File: src/source/riscv_isa_pkg.sv
// RV32I instruction encodings

package riscv_isa_pkg;

    // ----------------------------------------------------------------------
    // major opcodes
    // ----------------------------------------------------------------------
    // only the control-flow opcodes the frontend scans for get a name
    typedef enum logic [6:0] {
        OPC_BRANCH = 7'b1100011,
        OPC_JAL    = 7'b1101111
    } opcode_e;

    // ----------------------------------------------------------------------
    // instruction formats
    // ----------------------------------------------------------------------
    // conditional branch, imm[12|10:5] rs2 rs1 funct3 imm[4:1|11] opcode
    typedef struct packed {
        logic       imm12;
        logic [5:0] imm10_5;
        logic [4:0] rs2;
        logic [4:0] rs1;
        logic [2:0] funct3;
        logic [3:0] imm4_1;
        logic       imm11;
        logic [6:0] opcode;
    } b_type_t;

    // jal, imm[20|10:1|11|19:12] rd opcode
    typedef struct packed {
        logic       imm20;
        logic [9:0] imm10_1;
        logic       imm11;
        logic [7:0] imm19_12;
        logic [4:0] rd;
        logic [6:0] opcode;
    } j_type_t;

    // one fetched word seen as branch, as jump or as raw bits
    typedef union packed {
        b_type_t     b;
        j_type_t     j;
        logic [31:0] raw;
    } instr_u;

endpackage

File: src/source/frontend_pkg.sv
// Fetch frontend definitions

package frontend_pkg;

    // ----------------------------------------------------------------------
    // addressing
    // ----------------------------------------------------------------------
    localparam int XLEN_ADDR   = 32;
    // sequential step of one uncompressed instruction
    localparam int INSTR_BYTES = 4;

    typedef logic [XLEN_ADDR-1:0] addr_t;

    // control-flow kind attached to every fetch entry
    typedef enum logic [1:0] {
        NO_CF  = 2'd0,
        BRANCH = 2'd1,
        JUMP   = 2'd2
    } cf_e;

    // ----------------------------------------------------------------------
    // table and queue sizes
    // ----------------------------------------------------------------------
    localparam int BHT_ENTRIES = 16;
    localparam int BHT_IDX_W   = 4;
    localparam int QUEUE_DEPTH = 4;
    localparam int QUEUE_PTR_W = 2;

    // entry handed to the back-end as 98 bits
    typedef struct packed {
        addr_t       pc;
        logic [31:0] instr;
        cf_e         cf;
        addr_t       target;
    } fetch_entry_t;

endpackage

File: src/source/bp_resolve_if.sv
// Resolved branch bus
`timescale 1ns/1ps

interface bp_resolve_if import frontend_pkg::*; ();
    // single-cycle event from the back-end without a handshake
    logic  valid;
    addr_t pc;
    logic  is_branch;
    logic  taken;
    logic  mispredict;
    addr_t target;

    // history table training
    modport bht_mp (input valid, input is_branch, input pc, input taken);
    // fetch redirect on misprediction
    modport ctrl_mp (input valid, input mispredict, input target);
endinterface

File: src/source/predict_if.sv
// Scanned fetch response bus
`timescale 1ns/1ps

interface predict_if import frontend_pkg::*; ();
    logic        valid;
    addr_t       pc;
    logic [31:0] instr;
    cf_e         cf;
    logic        taken;
    addr_t       target;

    modport src_mp (output valid, output pc, output instr, output cf, output taken,
                    output target);
    modport ctrl_mp (input taken, input target);
    modport queue_mp (input valid, input pc, input instr, input cf, input target);
endinterface

File: src/source/fetch_ctrl.sv
// Next-PC and memory request control
`timescale 1ns/1ps

module fetch_ctrl import frontend_pkg::*; (
    input  logic                 clk_i,
    input  logic                 rst_ni,
    input  addr_t                boot_addr_i,
    input  logic                 ex_valid_i,
    input  addr_t                trap_vector_i,
    input  logic                 eret_i,
    input  addr_t                epc_i,
    input  logic                 queue_room_i,
    input  logic                 imem_ready_i,
    input  logic                 imem_rvalid_i,
    bp_resolve_if.ctrl_mp        res,
    predict_if.ctrl_mp           pred,
    output logic                 imem_req_o,
    output addr_t                imem_addr_o,
    output logic                 rsp_valid_o,
    output addr_t                rsp_pc_o,
    output logic                 flush_o
);
    // set during reset, loads the boot address once
    logic  rst_load_q;
    addr_t npc_q;
    addr_t npc_d;
    addr_t fetch_addr;
    // address of the request whose response is due
    addr_t rsp_pc_q;
    logic  is_mispredict;
    logic  accepted;

    assign is_mispredict = res.valid & res.mispredict;
    // any back-end redirect empties the queue
    assign flush_o       = ex_valid_i | eret_i | is_mispredict;

    // ----------------------------------------------------------------------
    // fetch address, highest priority first in the chain below
    // ----------------------------------------------------------------------
    always_comb begin
        if (ex_valid_i) begin
            fetch_addr = trap_vector_i;
        end else if (eret_i) begin
            fetch_addr = epc_i;
        end else if (is_mispredict) begin
            fetch_addr = res.target;
        end else if (pred.taken) begin
            // target goes out in the response cycle itself
            fetch_addr = pred.target;
        end else begin
            fetch_addr = npc_q;
        end
    end

    // no request until the boot address sits in npc_q
    assign imem_req_o  = ~rst_load_q & queue_room_i;
    assign imem_addr_o = fetch_addr;
    assign accepted    = imem_req_o & imem_ready_i;

    // a redirect that is not accepted stays pending in npc_q
    always_comb begin
        if (rst_load_q) begin
            npc_d = boot_addr_i;
        end else if (accepted) begin
            npc_d = fetch_addr + addr_t'(INSTR_BYTES);
        end else begin
            npc_d = fetch_addr;
        end
    end

    always_ff @(posedge clk_i or negedge rst_ni) begin
        if (!rst_ni) begin
            rst_load_q <= 1'b1;
            npc_q      <= '0;
        end else begin
            rst_load_q <= 1'b0;
            npc_q      <= npc_d;
        end
    end

    // capture the address of each accepted request
    always_ff @(posedge clk_i) begin
        if (accepted) begin
            rsp_pc_q <= fetch_addr;
        end
    end

    // responses landing in a redirect cycle belong to the old path
    assign rsp_valid_o = imem_rvalid_i & ~flush_o;
    assign rsp_pc_o    = rsp_pc_q;

endmodule

File: src/source/branch_predict.sv
// Instruction scan and prediction
`timescale 1ns/1ps

module branch_predict
    import frontend_pkg::*;
    import riscv_isa_pkg::*;
(
    input  logic                 rsp_valid_i,
    input  addr_t                rsp_pc_i,
    input  instr_u               rsp_instr_i,
    input  logic                 bht_valid_i,
    input  logic                 bht_taken_i,
    output logic [BHT_IDX_W-1:0] bht_idx_o,
    predict_if.src_mp            pred
);
    // sign-extended immediates of both views of the word
    addr_t b_imm;
    addr_t j_imm;
    logic  is_branch;
    logic  is_jal;
    logic  taken;
    cf_e   cf;
    addr_t target;

    assign b_imm = {{19{rsp_instr_i.b.imm12}}, rsp_instr_i.b.imm12, rsp_instr_i.b.imm11,
                    rsp_instr_i.b.imm10_5, rsp_instr_i.b.imm4_1, 1'b0};
    assign j_imm = {{11{rsp_instr_i.j.imm20}}, rsp_instr_i.j.imm20, rsp_instr_i.j.imm19_12,
                    rsp_instr_i.j.imm11, rsp_instr_i.j.imm10_1, 1'b0};

    // funct3 010 and 011 are not branch encodings
    assign is_branch = (rsp_instr_i.b.opcode == OPC_BRANCH) && (rsp_instr_i.b.funct3[2:1] != 2'b01);
    assign is_jal    = (rsp_instr_i.j.opcode == OPC_JAL);

    // table index from word address bits
    assign bht_idx_o = rsp_pc_i[BHT_IDX_W+1:2];

    // ----------------------------------------------------------------------
    // taken decision
    // ----------------------------------------------------------------------
    always_comb begin
        taken  = 1'b0;
        cf     = NO_CF;
        target = '0;
        if (rsp_valid_i && is_jal) begin
            taken  = 1'b1;
            cf     = JUMP;
            target = rsp_pc_i + j_imm;
        end else if (rsp_valid_i && is_branch) begin
            // dynamic when trained, else backward taken
            taken = bht_valid_i ? bht_taken_i : b_imm[XLEN_ADDR-1];
            if (taken) begin
                cf     = BRANCH;
                target = rsp_pc_i + b_imm;
            end
        end
    end

    assign pred.valid  = rsp_valid_i;
    assign pred.pc     = rsp_pc_i;
    assign pred.instr  = rsp_instr_i.raw;
    assign pred.cf     = cf;
    assign pred.taken  = taken;
    assign pred.target = target;

endmodule

File: src/source/bht.sv
// Branch history table
`timescale 1ns/1ps

module bht import frontend_pkg::*; (
    input  logic                 clk_i,
    input  logic                 rst_ni,
    input  logic [BHT_IDX_W-1:0] lookup_idx_i,
    bp_resolve_if.bht_mp         res,
    output logic                 valid_o,
    output logic                 taken_o
);
    logic [BHT_ENTRIES-1:0] valid_q;
    // 2-bit saturating counters, msb is the prediction
    logic [1:0]             cnt_q [BHT_ENTRIES];
    logic [BHT_IDX_W-1:0]   upd_idx;
    logic                   upd;

    assign upd_idx = res.pc[BHT_IDX_W+1:2];
    // only conditional branches train the table
    assign upd     = res.valid & res.is_branch;

    // combinational lookup
    assign valid_o = valid_q[lookup_idx_i];
    assign taken_o = cnt_q[lookup_idx_i][1];

    always_ff @(posedge clk_i or negedge rst_ni) begin
        if (!rst_ni) begin
            valid_q <= '0;
        end else if (upd) begin
            valid_q[upd_idx] <= 1'b1;
        end
    end

    // ----------------------------------------------------------------------
    // counter update
    // ----------------------------------------------------------------------
    always_ff @(posedge clk_i) begin
        if (upd) begin
            if (!valid_q[upd_idx]) begin
                // first outcome seeds a weak state
                cnt_q[upd_idx] <= res.taken ? 2'b10 : 2'b01;
            end else if (res.taken && cnt_q[upd_idx] != 2'b11) begin
                cnt_q[upd_idx] <= cnt_q[upd_idx] + 2'b01;
            end else if (!res.taken && cnt_q[upd_idx] != 2'b00) begin
                cnt_q[upd_idx] <= cnt_q[upd_idx] - 2'b01;
            end
        end
    end

endmodule

File: src/source/instr_queue.sv
// Fetch entry queue
`timescale 1ns/1ps

module instr_queue import frontend_pkg::*; (
    input  logic        clk_i,
    input  logic        rst_ni,
    input  logic        flush_i,
    predict_if.queue_mp pred,
    input  logic        fetch_ready_i,
    output logic        room_o,
    output logic        fetch_valid_o,
    output addr_t       fetch_pc_o,
    output logic [31:0] fetch_instr_o,
    output cf_e         fetch_cf_o,
    output addr_t       fetch_target_o
);
    fetch_entry_t             mem_q [QUEUE_DEPTH];
    fetch_entry_t             head;
    logic [QUEUE_PTR_W-1:0]   rd_ptr_q;
    logic [QUEUE_PTR_W-1:0]   wr_ptr_q;
    logic [QUEUE_PTR_W:0]     count_q;
    logic                     push;
    logic                     pop;

    assign push = pred.valid & ~flush_i;
    assign pop  = fetch_valid_o & fetch_ready_i & ~flush_i;

    // two free slots cover a response already on its way
    assign room_o = (count_q <= (QUEUE_PTR_W+1)'(QUEUE_DEPTH - 2));

    // ----------------------------------------------------------------------
    // pointers and fill level
    // ----------------------------------------------------------------------
    always_ff @(posedge clk_i or negedge rst_ni) begin
        if (!rst_ni) begin
            rd_ptr_q <= '0;
            wr_ptr_q <= '0;
            count_q  <= '0;
        end else if (flush_i) begin
            rd_ptr_q <= '0;
            wr_ptr_q <= '0;
            count_q  <= '0;
        end else begin
            // depth is a power of two, pointers wrap on their own
            if (push) wr_ptr_q <= wr_ptr_q + QUEUE_PTR_W'(1);
            if (pop) rd_ptr_q <= rd_ptr_q + QUEUE_PTR_W'(1);
            if (push && !pop) begin
                count_q <= count_q + (QUEUE_PTR_W+1)'(1);
            end else if (pop && !push) begin
                count_q <= count_q - (QUEUE_PTR_W+1)'(1);
            end
        end
    end

    // storage
    always_ff @(posedge clk_i) begin
        if (push) begin
            mem_q[wr_ptr_q] <= '{pc: pred.pc, instr: pred.instr, cf: pred.cf,
                                 target: pred.target};
        end
    end

    // head of queue towards the back-end
    assign head           = mem_q[rd_ptr_q];
    assign fetch_valid_o  = (count_q != '0);
    assign fetch_pc_o     = head.pc;
    assign fetch_instr_o  = head.instr;
    assign fetch_cf_o     = head.cf;
    assign fetch_target_o = head.target;

endmodule

File: src/source/frontend_top.sv
// Instruction fetch frontend
`timescale 1ns/1ps

module frontend_top
    import frontend_pkg::*;
    import riscv_isa_pkg::*;
(
    input  logic        clk_i,
    input  logic        rst_ni,
    input  addr_t       boot_addr_i,
    // instruction memory
    output logic        imem_req_o,
    output addr_t       imem_addr_o,
    input  logic        imem_ready_i,
    input  logic        imem_rvalid_i,
    input  logic [31:0] imem_rdata_i,
    // back-end
    output logic        fetch_valid_o,
    input  logic        fetch_ready_i,
    output addr_t       fetch_pc_o,
    output logic [31:0] fetch_instr_o,
    output cf_e         fetch_cf_o,
    output addr_t       fetch_target_o,
    // redirects
    input  logic        ex_valid_i,
    input  addr_t       trap_vector_i,
    input  logic        eret_i,
    input  addr_t       epc_i,
    input  logic        res_valid_i,
    input  addr_t       res_pc_i,
    input  logic        res_is_branch_i,
    input  logic        res_taken_i,
    input  logic        res_mispredict_i,
    input  addr_t       res_target_i
);
    logic                 queue_room;
    logic                 rsp_valid;
    addr_t                rsp_pc;
    logic                 flush;
    logic [BHT_IDX_W-1:0] bht_idx;
    logic                 bht_valid;
    logic                 bht_taken;
    // response word, decoded as branch or jump downstream
    instr_u               rsp_instr;

    bp_resolve_if res_bus ();
    predict_if    pred_bus ();

    // ----------------------------------------------------------------------
    // resolved branch from the back-end
    // ----------------------------------------------------------------------
    assign res_bus.valid      = res_valid_i;
    assign res_bus.pc         = res_pc_i;
    assign res_bus.is_branch  = res_is_branch_i;
    assign res_bus.taken      = res_taken_i;
    assign res_bus.mispredict = res_mispredict_i;
    assign res_bus.target     = res_target_i;

    assign rsp_instr = imem_rdata_i;

    fetch_ctrl i_fetch_ctrl (
        .clk_i         (clk_i),
        .rst_ni        (rst_ni),
        .boot_addr_i   (boot_addr_i),
        .ex_valid_i    (ex_valid_i),
        .trap_vector_i (trap_vector_i),
        .eret_i        (eret_i),
        .epc_i         (epc_i),
        .queue_room_i  (queue_room),
        .imem_ready_i  (imem_ready_i),
        .imem_rvalid_i (imem_rvalid_i),
        .res           (res_bus),
        .pred          (pred_bus),
        .imem_req_o    (imem_req_o),
        .imem_addr_o   (imem_addr_o),
        .rsp_valid_o   (rsp_valid),
        .rsp_pc_o      (rsp_pc),
        .flush_o       (flush)
    );

    branch_predict i_branch_predict (
        .rsp_valid_i (rsp_valid),
        .rsp_pc_i    (rsp_pc),
        .rsp_instr_i (rsp_instr),
        .bht_valid_i (bht_valid),
        .bht_taken_i (bht_taken),
        .bht_idx_o   (bht_idx),
        .pred        (pred_bus)
    );

    bht i_bht (
        .clk_i        (clk_i),
        .rst_ni       (rst_ni),
        .lookup_idx_i (bht_idx),
        .res          (res_bus),
        .valid_o      (bht_valid),
        .taken_o      (bht_taken)
    );

    instr_queue i_instr_queue (
        .clk_i          (clk_i),
        .rst_ni         (rst_ni),
        .flush_i        (flush),
        .pred           (pred_bus),
        .fetch_ready_i  (fetch_ready_i),
        .room_o         (queue_room),
        .fetch_valid_o  (fetch_valid_o),
        .fetch_pc_o     (fetch_pc_o),
        .fetch_instr_o  (fetch_instr_o),
        .fetch_cf_o     (fetch_cf_o),
        .fetch_target_o (fetch_target_o)
    );

endmodule

File: config.mk
export PLATFORM = sky130hd
export DESIGN_NAME = frontend_top
export DESIGN_NICKNAME = d
export VERILOG_FILES = /design/src/source/riscv_isa_pkg.sv /design/src/source/frontend_pkg.sv /design/src/source/bp_resolve_if.sv /design/src/source/predict_if.sv /design/src/source/fetch_ctrl.sv /design/src/source/branch_predict.sv /design/src/source/bht.sv /design/src/source/instr_queue.sv /design/src/source/frontend_top.sv
export SDC_FILE = /design/constraint.sdc
export NUM_CORES = 1
export LEC_CHECK = 0
export BUFFER_PORTS_ARGS = -buffer_cell sky130_fd_sc_hd__buf_2
export CORE_ASPECT_RATIO = 1.2
export CORE_MARGIN = 3
export CORE_UTILIZATION = 53
export CTS_BUF_LIST = sky130_fd_sc_hd__clkbuf_16
export DETAILED_ROUTE_END_ITERATION = 16
export PLACE_DENSITY = 0.87
export SYNTH_ARGS = -nofsm -noshare
export SYNTH_HDL_FRONTEND = slang
export SYNTH_SLANG_ARGS = --single-unit
File: constraint.sdc
create_clock -name clk_i -period 7.5 [get_ports clk_i]
set_input_delay 2.25 -clock clk_i [delete_from_list [all_inputs] [get_ports clk_i]]
set_output_delay 2.25 -clock clk_i [all_outputs]
set_load 0.03 [all_outputs]
Yosys cells after proc, flatten, opt, wreduce, memory -nomap -nowiden
Memory sizes are Yosys's and may differ from the RTL's. A register that Yosys moved wholly into a read port is not among the register bits.
Cells that the tools add are included.
{"block": "classes", "order_cmp": 4, "n_eq_ne": 4, "bitwise": 15, "muxes": 46, "n_reduce_logical": 16, "n_addsub": 9}
{"op": "$mux 32", "n": 9}
{"op": "$add 32x32->32", "n": 2}
{"op": "$add 32x3->32 const B", "n": 1}
{"op": "$mux 1", "n": 21}
{"op": "$mux 2", "n": 9}
{"op": "$or 16x16->16", "n": 1}
{"op": "$eq 7x7->1 const B", "n": 2}
{"op": "$lt 4x5->1 const B", "n": 2}
{"op": "$mux 3", "n": 3}
{"op": "$and 1x1->1", "n": 8}
{"op": "$bmux 1 s4", "n": 2}
{"op": "$logic_and 1x1->1", "n": 8}
{"op": "$add 2x1->2 const B", "n": 3}
{"op": "$reduce_bool 2->1", "n": 3}
{"op": "$reduce_bool 3->1", "n": 2}
{"op": "$demux 1 s4", "n": 1}
{"op": "$ge 4x1->1 const B", "n": 1}
{"op": "$mux 4", "n": 1}
{"op": "$or 1x1->1", "n": 4}
{"op": "$add 3x1->3 const B", "n": 1}
{"op": "$le 3x2->1 const B", "n": 1}
{"op": "$logic_not 1->1", "n": 3}
{"op": "$sub 3x1->3 const B", "n": 1}
{"op": "$ne 2x1->1 const B", "n": 1}
{"op": "3 further kinds", "n": 4}
{"block": "totals", "ramBits": 424, "elab_cells": 103, "ff_bits": 88, "input_bits": 203, "memories": 2}
{"name": "i_instr_queue.mem_q", "words": 4, "word_bits": 98, "read_ports": 1, "rd_clocked_by_memory_dff": 0, "wr": 1, "line": "instr_queue.sv:17", "rtl": "fetch_entry_t mem_q [QUEUE_DEPTH];"}
{"name": "i_bht.cnt_q", "words": 16, "word_bits": 2, "read_ports": 2, "rd_clocked_by_memory_dff": 1, "wr": 1, "line": "bht.sv:14", "rtl": "logic [1:0] cnt_q [BHT_ENTRIES];"}

Longest topological paths before layout
Gate-level depths: netlist of the first run.
{"block": "depth", "depth_word": 14, "depth_mapped": 16}

By module
From an unflattened synthesis of the first run, not the netlist that was laid out.
{"block": "hier_totals", "cells_unflattened": 1664, "area_unflattened_um2": 24986.5}
{"module": "instr_queue", "area_per_inst_um2": 14687.8, "instances": 1, "cells_each": 566}
{"module": "fetch_ctrl", "area_per_inst_um2": 4446.8, "instances": 1, "cells_each": 442}
{"module": "branch_predict", "area_per_inst_um2": 3390.8, "instances": 1, "cells_each": 483}
{"module": "bht", "area_per_inst_um2": 2461.1, "instances": 1, "cells_each": 173}

Least setup slack after synthesis of the first run
OpenSTA, ideal clock, no wires.
{"block": "synth_timing", "path_type": "input-to-output", "start": "input port res_valid_i", "end": "output port imem_addr_o[1]", "required_time_ps": 5250, "slack_ps": -16, "n_path_buf": 2, "arrival_time_ps": 5266, "stages": 11, "path_cell_list": "a211oi_1 nand4_1 or2_1 inv_1 clkbuf_1 buf_1 a22o_1 a21oi_1 a211oi_1 a21oi_1 o21ai_0"}
{"block": "synth_via", "elab_chain_cells": 11, "word_cells_on_any_way": 14, "classes_between": "mux (8); bitwise (4); reduce/logical (2)"}
{"item": "start: declaration", "line": "frontend_top.sv:29", "rtl": "input logic res_valid_i,"}
{"item": "$and 1x1->1 *", "line": "fetch_ctrl.sv:33", "rtl": "assign is_mispredict = res.valid & res.mispredict;"}
{"item": "$or 1x1->1 *", "line": "fetch_ctrl.sv:35", "rtl": "assign flush_o = ex_valid_i | eret_i | is_mispredict;"}
{"item": "$not 1->1 *", "line": "fetch_ctrl.sv:89", "rtl": "assign rsp_valid_o = imem_rvalid_i & ~flush_o;"}
{"item": "$and 1x1->1 *", "line": "fetch_ctrl.sv:89"}
{"item": "$logic_and 1x1->1", "line": "branch_predict.sv:48", "rtl": "end else if (rsp_valid_i && is_branch) begin"}
{"item": "$mux 32", "line": "branch_predict.sv:48"}
{"item": "$mux 32 *", "line": "branch_predict.sv:44", "rtl": "if (rsp_valid_i && is_jal) begin"}
{"item": "via i_branch_predict.pred.target[1]", "line": "predict_if.sv:13", "rtl": "output target);"}
{"item": "$mux 32 *", "line": "fetch_ctrl.sv:47", "rtl": "end else if (pred.taken) begin"}
{"item": "$mux 32 *", "line": "fetch_ctrl.sv:45", "rtl": "end else if (is_mispredict) begin"}
{"item": "$mux 32 *", "line": "fetch_ctrl.sv:43", "rtl": "end else if (eret_i) begin"}
{"item": "$mux 32 *", "line": "fetch_ctrl.sv:41", "rtl": "if (ex_valid_i) begin"}
{"item": "end: declaration", "line": "frontend_top.sv:13", "rtl": "output addr_t imem_addr_o,"}
Mark *: on every way through the listed nets, which the timed path passes. The rest lies on a longest branch.

Worst setup path after layout of the first run
{"block": "layout_timing", "start": "input port imem_rdata_i[28]", "end": "output port imem_addr_o[28]"}
{"block": "layout_via", "elab_chain_cells": 8, "word_cells_on_any_way": 9, "classes_between": "add/sub (2); mux (7)"}
{"item": "start: declaration", "line": "frontend_top.sv:16", "rtl": "input logic [31:0] imem_rdata_i,"}
{"item": "$add 32x32->32", "line": "branch_predict.sv:53", "rtl": "target = rsp_pc_i + b_imm;"}
{"item": "$mux 32", "line": "branch_predict.sv:51", "rtl": "if (taken) begin"}
{"item": "$mux 32", "line": "branch_predict.sv:48"}
{"item": "$mux 32 *", "line": "branch_predict.sv:44"}
{"item": "$mux 32 *", "line": "fetch_ctrl.sv:47"}
{"item": "$mux 32 *", "line": "fetch_ctrl.sv:45"}
{"item": "$mux 32 *", "line": "fetch_ctrl.sv:43"}
{"item": "$mux 32 *", "line": "fetch_ctrl.sv:41"}
Every way passes the cells marked *; elsewhere a longest branch is shown, timed or not.

==> flow_summary.toml, run 1 <==
[place]
dp_slack_ns = -0.327
port_buffers = 306
dp_cells = 2920
dpl.hpwl_um = 57500
gp_congestion = 0.978

[clock_network]
insertion_delay_ns = 0.59
h-tree-depth = 2
cts.sinks = 516
numCtsBuffers = 49
cts.clk_slew.worst_paths_ns = 0.07
ctsHoldBuffers = 0
cts_tree = "built"
cts.path.max_buffers = 3
root_buffer = "clkbuf_16"

[layout]
fill_cells = 3361
multi_input_area_um2 = 9660
area_growth_pct = 23.3
drive_gt1_share_pct = 36.4
final_common_cell = "edfxtp_1"
regArea_um2 = 15200
final_cells = 3018
layout_common_cells = "edfxtp_1 (456), buf_2 (298), buf_4 (284)"
diodes = 0
final_nets = 2614

[pwr]
p_per_area_nw_per_um2 = 217
seq_power_share_pct = 48.3
total_power_w = 0.00676
leakagePower_nw = 11.9
swShare_pct = 26.1
switchingPower_w = 0.00176
clockPowerShare_pct = 35.7
ir_drop_mv = 0.142
combPwrFrac_pct = 16.0
p_int_w = 0.00500

[drt]
viasPerCell = 6.36
drtAntennaViolNets = 0
dr.pass1.iters = 6
drt-initial-drc-count = 1998
routed_wl_um = 78400
vias = 19200
route.detailed.drc = 0
wl_per_cell_um = 26.0

[status]
outcome = "complete, no violations"

[critical_path]
reg2reg_slack_ns = 2.15
cp_top_family = "buffers and inverters"
critPathMaxStageDelay_ns = 0.46
critPathLaunch = "imem_rdata_i[28]"
endpoint_kind = "output port"
cp_max_fo = 8
reg2reg_depth = 14
crit_buf_inv = 7
startpoint_type = "primary input"
path_class = "in -> out"
timing.critical_path.mode_cell = "buf_4"
cp_cell_sequence = "buf_2 -> ha_1 -> buf_4 -> o21a_1 -> buf_4 -> nor2b_1 -> a31oi_1 -> buf_4 -> or3b_2 -> a31oi_1 -> o32ai_2 -> buf_4 -> a41o_1 -> inv_1 -> buf_2"
reg2reg_from = "i_fetch_ctrl.rsp_pc_o[4]$_DFFE_PP_"
worstReg2RegEnd = "i_fetch_ctrl.npc_q[30]$_DFF_PN0_"
cp.required_ns = 5.25
path_depth = 15
critPathSlowestCell = "or3b_2"
arrival_ns = 5.25
crit_path_end = "imem_addr_o[28]"

[global_routing]
grt_pass1_vias = 19000
grt_pass1_wl_um = 117000
antenna_found_initial = 1
grt_max_degree = 60
grtUsageTotal_pct = 31.0
grt_remaining_overflow = 0

[synth]
ys_seq_area_share_pct = 60.1
synthArstFlopShare_pct = 10.9
synth-main-ff-cell = "edfxtp_1"
ys_ff_latch = 516
netlist_area_um2 = 25200
syn_inst = 1817
yosysWarningCount = 0
synth_edf_count = 456
synth.distinct_cells = 103
avgSynthCellArea_um2 = 13.9
synthesis.nets = 2073

[timing]
slew_headroom_pct = 33.6
finalHoldViolCount = 0
clock.fmax_mhz = 133
timing.final.ws_setup_ns = 0.00275
maxSlewViolCount = 0
rsz0062_at_grt = "true"
fin_skew_ns = 0.0299
setup_violations = 0
worst_pin_slew_ns = 0.996
finalCritPeriodShare_pct = 100
setup_tns_ns = 0
period_needed_ns = 7.50

[floorplanning]
dieArea_um2 = 50300
pin_count = 335
die_x_um = 205
start_util_pct = 53.7
fp.dieH_um = 245
core_region_area_um2 = 47000
row_count = 87

[worst_hold_path]
hold_path.class = "reg -> reg"

[job]
maxCapViolations = 0
## worst min path at each step
stage | start | end | slack [ns] | depth (start not counted)
global route | i_bht.valid_q[11]$_DFFE_PN0P_ | i_bht.valid_q[11]$_DFFE_PN0P_ | 0.51 | 1
CTS | i_bht.valid_q[2]$_DFFE_PN0P_ | i_bht.valid_q[2]$_DFFE_PN0P_ | 0.48 | 1
detailed placement | i_bht.valid_q[2]$_DFFE_PN0P_ | i_bht.valid_q[2]$_DFFE_PN0P_ | 0.46 | 1
finish | i_bht.valid_q[6]$_DFFE_PN0P_ | i_bht.valid_q[6]$_DFFE_PN0P_ | 0.48 | 1
global placement | i_bht.valid_q[2]$_DFFE_PN0P_ | i_bht.valid_q[2]$_DFFE_PN0P_ | 0.46 | 1
floorplan | i_bht.valid_q[6]$_DFFE_PN0P_ | i_bht.valid_q[6]$_DFFE_PN0P_ | 0.44 | 1
## per-stage QoR
step / hold slack, ns / cell area, µm² / util (%)
2_1_floorplan: 0.436 / 25200 / -
3_3_place_gp: 0.456 / 29300 / 62.2
3_5_place_dp: 0.463 / 29300 / 62.2
4_1_cts: 0.481 / 30900 / 65.8
5_1_grt: 0.505 / 31100 / 66.2
6_report: 0.477 / 31100 / 66.2
## sequential cells by signal, summed over array words and instances (netlist names), named ones only
signal and count:
i_bht.cnt_q 32, i_bht.valid_q 16, i_fetch_ctrl.npc_q 32, i_fetch_ctrl.rsp_pc_o 32, i_fetch_ctrl.rst_load_q 1, i_instr_queue.count_q 3
i_instr_queue.mem_q 392, i_instr_queue.rd_ptr_q 2, i_instr_queue.wr_ptr_q 2
## metal layers
layer	wire length (µm)	GRT usage, %	vias to the layer above
met1	29600	41.7	9545
met2	38000	50.5	1138
li1	-	-	8297
met3	7500	6.06	205
met4	3360	11.5	0
met5	0	0	-
## layout make-up
type                            instances  area share [%]
Clock buffer                           50            4.02
Timing Repair Buffer                  592            12.1
Tap cell                              623            2.50
Inverter                               48           0.579
Multi-Input combinational cell       1151            31.1
Clock inverter                         38           0.965
Sequential cell                       516            48.8
## logic make-up (layout without fill, tap and decap cells)
family / Yosys count / in the layout / synth area share (%)
flops: 516 / 516 / 60.1
simple gates: 465 / 465 / 9.11
compound gates: 457 / 457 / 12.8
buf+inv: 150 / 728 / 2.43
mux: 132 / 132 / 11.3
fa+ha+maj: 53 / 53 / 2.72
xor+xnor: 43 / 43 / 1.49
other cells: 1 / 1 / 0.0149
## timing repair
action | 4_1_cts | 5_1_grt
buffers inserted | 2 | 8
pin swaps | 6 | 15
cloned | 0 | 0
gates resized for setup | 25 | 41
endpoints found under the setup margin | 9 | 13
## synth_stat cells (16+ instances only)
cell type,instances,area (µm²)
edfxtp_1,456,13700
nand2_1,160,601
mux4_2,118,2660
o21ai_0,102,510
nor2_1,100,375
a21oi_1,82,410
clkbuf_1,71,267
dfrtp_1,55,1380
ha_1,50,626
inv_1,43,161
nor3_1,37,185
a21o_1,34,255
nand3_1,29,145
a211oi_1,26,195
xnor2_1,26,228
nand4_1,21,131
o31ai_1,20,150
buf_1,19,71.3
a31oi_1,18,113
xor2_1,17,149
o211ai_1,16,120
o21a_1,16,120
## power groups by stage
stage | sequential [W] | combinational, W | clock [W]
6_report | 0.00327 | 0.00109 | 0.00241
5_1_grt | 0.00327 | 0.00115 | 0.00256
4_1_cts | 0.00326 | 0.00105 | 0.00244
3_5_place_dp | 0.00333 | 0.00103 | 0
3_3_place_gp | 0.00332 | 0.00101 | 0
2_1_floorplan | 0.00329 | 0.000587 | 0
(Power assumes the default switching activity.)
==> run 2: changes to the inputs <==
- clock period: 7.5 -> 6.42 ns (I/O delays scaled with it)
==> run 2 against run 1 <==
The flow now finishes with violations (setup timing). Worst hold slack improved by 0.00057 ns. Cell area up 6.2%. Sequential cell count did not move. Final cell count up 4.0%. Clock power up 10%. Routed wire length grew 5.1%. First-iteration DRC count is 2.9% higher. Clock skew decreased by 0.0030 ns. Clock-buffer cell count decreased by 1. Global-route usage rose by 1.6 points. Combinational power is 37% higher. Sequential share of layout area shrank 2.8 points. Critical path type unchanged.
==> flow_summary.toml, run 2 (synthesis results as in run 1) <==
[drt]
routed_wl_um = 82400
viasPerCell = 6.31
wl_per_cell_um = 26.2
drt-initial-drc-count = 2055
route.detailed.drc = 0
drtAntennaViolNets = 0
vias = 19800
dr.pass1.iters = 6

[critical_path]
critPathSlowestCell = "a2111oi_4"
cp.required_ns = 4.49
startpoint_type = "primary input"
critPathMaxStageDelay_ns = 0.42
endpoint_kind = "output port"
arrival_ns = 4.79
path_class = "in -> out"
cp_cell_sequence = "buf_12 -> ha_4 -> inv_2 -> fa_2 -> nand2b_4 -> a21o_4 -> a2111oi_4 -> o21ai_2 -> a21boi_2 -> nor3_2 -> a221oi_2 -> buf_4 -> a31oi_4 -> a221o_2 -> buf_6"
cp_max_fo = 2

[clock_network]
ctsHoldBuffers = 0
numCtsBuffers = 48
cts.clk_slew.worst_paths_ns = 0.06
cts.sinks = 516
insertion_delay_ns = 0.60
cts_tree = "built"
h-tree-depth = 2
root_buffer = "clkbuf_16"
cts.path.max_buffers = 3

[pwr]
clockPowerShare_pct = 33.4
p_per_area_nw_per_um2 = 241
switchingPower_w = 0.00213
combPwrFrac_pct = 18.7
seq_power_share_pct = 47.9
leakagePower_nw = 12.6
p_int_w = 0.00583
ir_drop_mv = 0.234
swShare_pct = 26.8

[status]
outcome = "finished with violations"
violations = "setup timing"

[timing]
finalCritPeriodShare_pct = 105
fin_skew_ns = 0.0269
rsz0062_at_grt = "true"
timing.final.ws_setup_ns = -0.297
slew_headroom_pct = 38.1
maxSlewViolCount = 0
worst_pin_slew_ns = 0.928
setup_violations = 7
finalHoldViolCount = 0
clock.fmax_mhz = 149
period_needed_ns = 6.72

[floorplanning]
core_region_area_um2 = 47000
die_x_um = 205
fp.dieH_um = 245
row_count = 87
start_util_pct = 53.7
dieArea_um2 = 50300
pin_count = 335

[layout]
finalInstanceArea_um2 = 33000
final_util_pct = 70.3
drive_gt1_share_pct = 43.3
regMostFlops = "i_instr_queue.mem_q"
area_growth_pct = 30.9
layout_common_cells = "edfxtp_1 (456), buf_4 (393), buf_2 (284)"
largest_reg_flops = 392
final_common_cell = "edfxtp_1"
final_nets = 2737
diodes = 0

[place]
dpl.hpwl_um = 58600
dpl_cell_area_um2 = 30100
port_buffers = 306
dp_slack_ns = -0.651
gp_congestion = 0.961

[global_routing]
grt_pass1_vias = 19600
grtUsageTotal_pct = 32.5
grt_pass1_wl_um = 122000
grt_max_degree = 60
antenna_found_initial = 1
grt_remaining_overflow = 0

[job]
maxCapViolations = 0

[worst_hold_path]
hold_path.class = "reg -> reg"
==> run 2: cell types whose count changed in the layout (fill, tap and decap cells not counted), moves of 6 or more <==
cell      before  now
a21oi_1       79   65
a21oi_2        4   14
buf_12         3   13
buf_2        298  284
buf_4        284  393
buf_6          7   26
clkinv_2      12    4
ha_1          47   26
ha_4           1   23
nand2_1      160  154
nor3_1        37   31
o21ai_0       92   81
o21ai_2        1   12
==> run 2: path summary, 6_finish.rpt <==
check / from / endpoint / slack (ns) / cells past startpoint
hold / removal: i_bht.valid_q[6]$_DFFE_PN0P_ / i_bht.valid_q[6]$_DFFE_PN0P_ / 0.48 / 1
min in group asynchronous: rst_ni / i_bht.valid_q[3]$_DFFE_PN0P_ / 1.48 / 2
setup / recovery: imem_rdata_i[8] / imem_addr_o[31] / -0.30 / 15
setup reg to reg: i_fetch_ctrl.rsp_pc_o[4]$_DFFE_PP_ / i_fetch_ctrl.npc_q[30]$_DFF_PN0_ / 1.68 / 15
hold reg to reg: i_bht.valid_q[6]$_DFFE_PN0P_ / i_bht.valid_q[6]$_DFFE_PN0P_ / 0.48 / 1
max in group asynchronous: rst_ni / i_instr_queue.rd_ptr_q[1]$_DFFE_PN0P_ / 4.28 / 2
==> run 2: worst max-delay path, delay by kind of cell <==
kind                       cells  cell delay (ns)
adders and majority gates      2             0.51
buffers and inverters          4             0.45
and+or+nand+nor                2             0.24
AOI/OAI and AO/OA              7             1.65
==> run 2: through the flow <==
stage / TNS [ns] / std cells / hold WS (ns) / power (W)
final: -0.945 / 3139 / 0.478 / 0.00797
after global routing: -1.90 / 3139 / 0.509 / 0.00822
after CTS: -1.30 / 3118 / 0.480 / 0.00788
after detailed placement: -7.29 / 3016 / 0.466 / 0.00517
after global placement: -6.33 / 3016 / 0.452 / 0.00514
after floorplan: -0.196 / 1817 / 0.436 / 0.00454
==> run 2: cell type report <==
cell class | count | area (µm²)
Multi-Input combinational cell | 1151 | 10500
Fill cell | 3142 | 14000
Tap cell | 623 | 779
Timing Repair Buffer | 716 | 4920
Clock buffer | 49 | 1230
Clock inverter | 36 | 219
Inverter | 48 | 185
Sequential cell | 516 | 15200
==> run 2: per-layer routing <==
layer | global-route usage [%] | up-vias | share of wire [%]
met5 | 0 | - | 0
met4 | 12.7 | 0 | 4.5
met3 | 5.41 | 211 | 9.7
met2 | 53.4 | 1283 | 49
met1 | 43.7 | 9773 | 37
li1 | - | 8535 | -
==> run 2: power by group through the flow <==
stage          registers [W]  logic (W)  clock network (W)
6_report             0.00381    0.00149            0.00266
5_1_grt              0.00382    0.00158            0.00282
4_1_cts              0.00381    0.00138            0.00269
3_5_place_dp         0.00388    0.00129                  0
3_3_place_gp         0.00387    0.00127                  0
2_1_floorplan        0.00384   0.000691                  0
==> run 2: what timing repair did <==
action	in CTS	in global routing
gates resized for setup	136	117
setup buffers	17	27
endpoints found under the setup margin	22	21
pin swaps	45	63
